--- config.mk ---
export PLATFORM = sky130hd
export DESIGN_NAME = debug_byte_bridge
export DESIGN_NICKNAME = d
export VERILOG_FILES = /design/src/rtl/forth_mem_pkg.sv /design/src/rtl/debug_byte_bridge.sv
export SDC_FILE = /design/constraint.sdc
export NUM_CORES = 1
export LEC_CHECK = 0
export BUFFER_PORTS_ARGS = -buffer_cell sky130_fd_sc_hd__clkbuf_2
export CAP_MARGIN = 20
export CORE_AREA = 5 5 77 79
export DETAILED_ROUTE_END_ITERATION = 7
export DIE_AREA = 0 0 82 84
export PLACE_DENSITY = 0.68
export RECOVER_POWER = 50
export SKIP_CTS_REPAIR_TIMING = 1
export SYNTH_ARGS = -nofsm -noshare
export SYNTH_HDL_FRONTEND = slang
export SYNTH_SLANG_ARGS = --single-unit
--- constraint.sdc ---
create_clock -name clk -period 1.1 [get_ports clk]
set_input_delay 0.22 -clock clk [delete_from_list [all_inputs] [get_ports clk]]
set_output_delay 0.22 -clock clk [all_outputs]
set_load 0.02 [all_outputs]
--- src/rtl/forth_mem_pkg.sv ---
//----------------------------------------------------------------------------
// forth_mem_pkg
// Widths and counts of the stack-machine data memory: a 32K x 32 word store
// built from four 16K x 16 RAM banks, also seen as 128K bytes by the debug port.
//----------------------------------------------------------------------------
`default_nettype none

package forth_mem_pkg;

    // word side, as seen by the CPU
    localparam int DATA_W      = 32;   // bits per memory word
    localparam int LANES       = 4;    // byte lanes per word
    localparam int BYTE_W      = 8;    // bits per byte lane

    // one RAM bank
    localparam int HALF_W      = 16;   // bank data width, half a word
    localparam int NIBBLES     = 4;    // write mask bits per bank
    localparam int BANK_DEPTH  = 16384;   // words per bank

    // address widths
    // word address: bit 14 picks the bank pair, 13:0 go to the banks
    localparam int WORD_ADDR_W = 15;
    localparam int BANK_ADDR_W = 14;
    // byte address: bits 1:0 give the lane, 16:2 the word
    localparam int BYTE_ADDR_W = 17;

endpackage : forth_mem_pkg

`default_nettype wire

--- src/rtl/debug_byte_bridge.sv ---
//----------------------------------------------------------------------------
// debug_byte_bridge
// Selects the CPU word port or the debug byte port as the memory request.
// Byte requests become one-hot masked word requests; the read byte is taken
// from the word by the lane of the last debug read.
//----------------------------------------------------------------------------
`timescale 1ns/10ps
`default_nettype none

module debug_byte_bridge (
    input  logic                                  clk,
    input  logic                                  arst_n,

    // CPU word port
    input  logic                                  cpu_we,
    input  logic [forth_mem_pkg::LANES-1:0]       cpu_bmsk,
    input  logic [forth_mem_pkg::WORD_ADDR_W-1:0] cpu_addr,
    input  logic [forth_mem_pkg::DATA_W-1:0]      cpu_wdata,
    output logic [forth_mem_pkg::DATA_W-1:0]      cpu_rdata,

    // debug byte port
    input  logic                                  dbg_en,
    input  logic                                  dbg_we,
    input  logic [forth_mem_pkg::BYTE_ADDR_W-1:0] dbg_addr,
    input  logic [forth_mem_pkg::BYTE_W-1:0]      dbg_wdata,
    output logic [forth_mem_pkg::BYTE_W-1:0]      dbg_rdata,

    // word request to the memory
    output logic                                  mem_we,
    output logic [forth_mem_pkg::LANES-1:0]       mem_bmsk,
    output logic [forth_mem_pkg::WORD_ADDR_W-1:0] mem_addr,
    output logic [forth_mem_pkg::DATA_W-1:0]      mem_wdata,
    input  logic [forth_mem_pkg::DATA_W-1:0]      mem_rdata
);

    import forth_mem_pkg::*;

    logic [1:0] dbg_lane;
    logic [1:0] lane_q;       // lane of the last debug read

    assign dbg_lane = dbg_addr[1:0];

    // request mux, debug port wins while enabled
    always_comb begin
        if (dbg_en) begin
            mem_we    = dbg_we;
            mem_bmsk  = LANES'(1) << dbg_lane;   // one lane only
            mem_addr  = dbg_addr[BYTE_ADDR_W-1:2];
            mem_wdata = {LANES{dbg_wdata}};      // same byte on every lane
        end else begin
            mem_we    = cpu_we;
            mem_bmsk  = cpu_bmsk;
            mem_addr  = cpu_addr;
            mem_wdata = cpu_wdata;
        end
    end

    // read data comes one cycle after the request, so keep the lane
    // until then; writes leave it alone so the byte holds like the word
    always_ff @(posedge clk or negedge arst_n) begin
        if (!arst_n) begin
            lane_q <= 2'd0;
        end else if (dbg_en && !dbg_we) begin
            lane_q <= dbg_lane;
        end
    end

    assign dbg_rdata = mem_rdata[lane_q*BYTE_W +: BYTE_W];
    assign cpu_rdata = mem_rdata;   // CPU always sees the full word

endmodule : debug_byte_bridge

`default_nettype wire

[Word-level counts from Yosys, hierarchy flattened]
Cells that the tools add are included.
Word-level totals
  output and inout bits: 92
  input port bits: 113
  word-level logic and storage cells: 9
  register bits after elaboration: 2
Cells by class
  muxes and demuxes: 4
  shift operators: 2
  reductions and logical operators: 2
Operators with widths (number)
  $mux 32: 1
  $shiftx 32x6->8: 1
  $mux 15: 1
  $mux 4: 1
  $shl 1x2->4 const A: 1
  $logic_and 1x1->1: 1
  $logic_not 1->1: 1
  $mux 1: 1

[Longest topological paths before layout]
  depth in word-level cells: 2
  mapped depth: 4
  gate-level depth less buffers: 2

[Least setup slack after synthesis]
Ideal clock, no wire load.
  kind: reg2out
  start: reg lane_q[0]
  end: out dbg_rdata[0] (netlist bit)
  path slack: -0.164 ns
  arrival: 1.044 ns
  data required time: 0.880 ns
  stages on the path, launching flop included: 3
  path buffers: 1
  cell sequence: dfrtp_1 buf_6 mux4_2
On the way
  cells in the longest elaborated chain, start to end: 1
RTL lines
  start: declaration: RTL line debug_byte_bridge.sv:39  | logic [1:0] lane_q;
  start signal: assignment: RTL line debug_byte_bridge.sv:64  | lane_q <= dbg_lane;
  $shiftx 32x6->8: RTL line debug_byte_bridge.sv:68  | assign dbg_rdata = mem_rdata[lane_q*BYTE_W +: BYTE_W];
  end: declaration: RTL line debug_byte_bridge.sv:26  | output logic [forth_mem_pkg::BYTE_W-1:0] dbg_rdata,
Every way passes these cells.

[Worst setup path after layout]
  start: reg lane_q[0]
  end: out dbg_rdata[5] (netlist bit)
The elaborated chain is that of the path after synthesis.

==> impl_metrics.ini <==
[synth]
synthCells = 153
synth-seq-cells = 2
syn_nets = 266
synth_area_sq_um = 1120
yosysMostFrequentCell = inv_1
ys_types = 16
synth_seq_area_share_pct = 4.47
synth_edf_count = 0
synth_top_area_share_pct = 22.1
synth_top_cell_by_area = buf_4
synth-async-reset-ratio_pct = 100
ys_warn_count = 0
synth_common_cells = 35 x inv_1, 34 x o21ai_0, 33 x buf_4, 19 x mux2_2, 9 x nand2_1
synth_flop_cell = dfrtp_1
synth.avg_cell_area_sq_um = 7.32
synthTopCellsByArea = buf_4 22%, mux2_2 19%, mux4_2 16%, o21ai_0 15%, inv_1 12%

[timing]
worstMarginPinSlew_ns = 0.373
setup_slack_ns = -0.519
relSlewSlack_pct = 75.1
final_hold_viol_count = 0
slew_violations = 0
setup_viol = 30
min_period_ns = 1.62
clock_skew_ns = 0
fin_tns_setup_ns = -4.90
timing.final.crit_share_pct = 147
max_freq_ghz = 0.618
rsz0062_at_grt = yes
timing.hold.ws_ns = 0.310

[cells_and_area]
regMostFlops = lane_q
final_cells = 416
reg_top3 = lane_q x2
largest_reg_flops = 2
drive_above_1_share_pct = 73.0
area_growth_pct = 140
n_antenna_cell = 0
nNetsFinal = 459

[worst_setup_path]
slowest_stage = mux4_2
start_kind = flip-flop
worst_path_largest_cell_delay_ns = 0.52
critPathKind = flip-flop to output pin
cp.required_ns = 0.88
worstPathMaxFanout = 8
endpoint_kind = output pin
critPathArrivalTime_ns = 1.40
path_cells = buf_12 -> mux4_2 -> buf_6

[global_routing]
grt_first_pass_wirelength_microns = 6980
grt_max_degree = 39
grt_pass1_vias = 1685
grtUsageTotal_pct = 12.6
overflow = 0
antenna_found_initial = 0

[power_and_ir_drop]
pwr-share-comb_pct = 80.2
clkPwrFrac_pct = 14.3
power_mw = 1.99
seqPwrFrac_pct = 5.5
power_density_nw_per_um2 = 741
switchingPower_mw = 0.839
swShare_pct = 42.1
irDropWorstVdd_v = 0.000322
leakagePower_nw = 1.58
p_int_mw = 1.15

[detailed_routing]
routed_wirelength_microns = 5920
num_vias = 1762
initialDrtViolationCount = 13
met2WireLength_microns = 3380
wl_met3_microns = 650
drt-met1-wl_microns = 1840
firstDrtPassIters = 4
viasPerCell = 4.24
highest_layer = met4
routedWlPerCell_microns = 14.2
drc = 0
drtAntennaViolNets = 0

[place]
numPortBuffers = 204
dpl.hpwl_microns = 4550
gp_congestion = 0.867
dp_cells = 404

[worst_hold_path]
hold_path.class = primary input to flip-flop

[run_status]
violations = negative setup slack
status = finished, violations left

[cts]
clock_latency_ns = 0.21
cts-root-buf = clkbuf_8
htreeDepth = 1
cts_buffer_depth = 2
numCtsBuffers = 3
clk_pin_slew_worst_paths_ns = 0.03
cts.sinks = 2
cts_tree = built

[floorplan]
initial_utilization_pct = 21.2
die_x_microns = 82
io_pins = 205
core_area_sq_um = 5270
die_area_sq_um = 6890
row_count = 27
dieHeight_microns = 84

[run]
cap_viol_max_count = 0
==> cells in the final DEF, fill, tap and decap left out, types with 2 or more instances in the layout <==
cell type and count:
clkbuf_2 125, inv_1 35, buf_6 35, clkbuf_1 25, buf_4 19, o21ai_1 18, mux2_4 17, buf_2 12
mux4_2 8, o21ai_0 8, o21ai_2 7, nand2_2 6, clkbuf_16 6, clkbuf_8 3, nand2_4 2, mux2_2 2
buf_16 2, dfrtp_1 2, buf_12 2, buf_8 2
==> layout make-up <==
cell class / count / area [sq um]
Timing Repair Buffer: 229 / 1600
Sequential cell: 2 / 50.0
Fill cell: 496 / 2580
Clock buffer: 3 / 41.3
Tap cell: 72 / 90.1
Inverter: 35 / 131
Multi-Input combinational cell: 75 / 772
==> cell families (layout without fill, tap and decap cells) <==
family                 after synthesis  in the layout  share of synthesized area (%)
flip-flops                           2              2                           4.47
multiplexers                        27             27                           35.2
AO/OA/AOI/OAI                       35             35                           15.8
AND/OR/NAND/NOR                     13             13                           5.70
buffers and inverters               76            267                           38.9
==> routing by layer <==
metal / vias up / global-route usage (%)
li1: 860 / -
met1: 782 / 11.1
met2: 116 / 26.5
met3: 4 / 3.02
met4: 0 / 3.17
met5: - / 0
==> worst max-delay path, delay by kind of cell (launching register included) <==
| family | cells | cell delay [ns] |
|---|---|---|
| buffers and inverters | 2 | 0.30 |
| DFF | 1 | 0.37 |
| muxes | 1 | 0.52 |
==> power by group through the flow <==
stage          logic, mW  clock network [mW]  registers [mW]
4_1_cts             1.27               0.296           0.110
2_1_floorplan      0.819                   0          0.0888
3_3_place_gp        1.25                   0           0.109
6_report            1.60               0.286           0.109
5_1_grt             1.69               0.304           0.112
3_5_place_dp        1.27                   0           0.110
==> per-stage QoR <==
step	utilization, %	setup WS (ns)	instance area [sq um]
finish	51.0	-0.519	2690
floorplan	-	-0.164	1160
global route	51.0	-0.560	2690
detailed placement	40.4	-0.326	2130
CTS	41.2	-0.547	2170
global placement	40.4	-0.287	2130
==> path summary, 6_finish.rpt <==
check | from | endpoint | slack, ns | cells after the start
max | lane_q[0]$_DFFE_PN0P_ | dbg_rdata[5] | -0.52 | 3
min | dbg_addr[1] | lane_q[1]$_DFFE_PN0P_ | 0.31 | 2
max reg2reg | lane_q[1]$_DFFE_PN0P_ | lane_q[1]$_DFFE_PN0P_ | 0.16 | 1
min reg2reg | lane_q[0]$_DFFE_PN0P_ | lane_q[0]$_DFFE_PN0P_ | 0.57 | 1
max in group asynchronous | arst_n | lane_q[0]$_DFFE_PN0P_ | 0.60 | 2
min in group asynchronous | arst_n | lane_q[1]$_DFFE_PN0P_ | 0.37 | 2
Note: power is estimated with default switching activity, not from simulation.
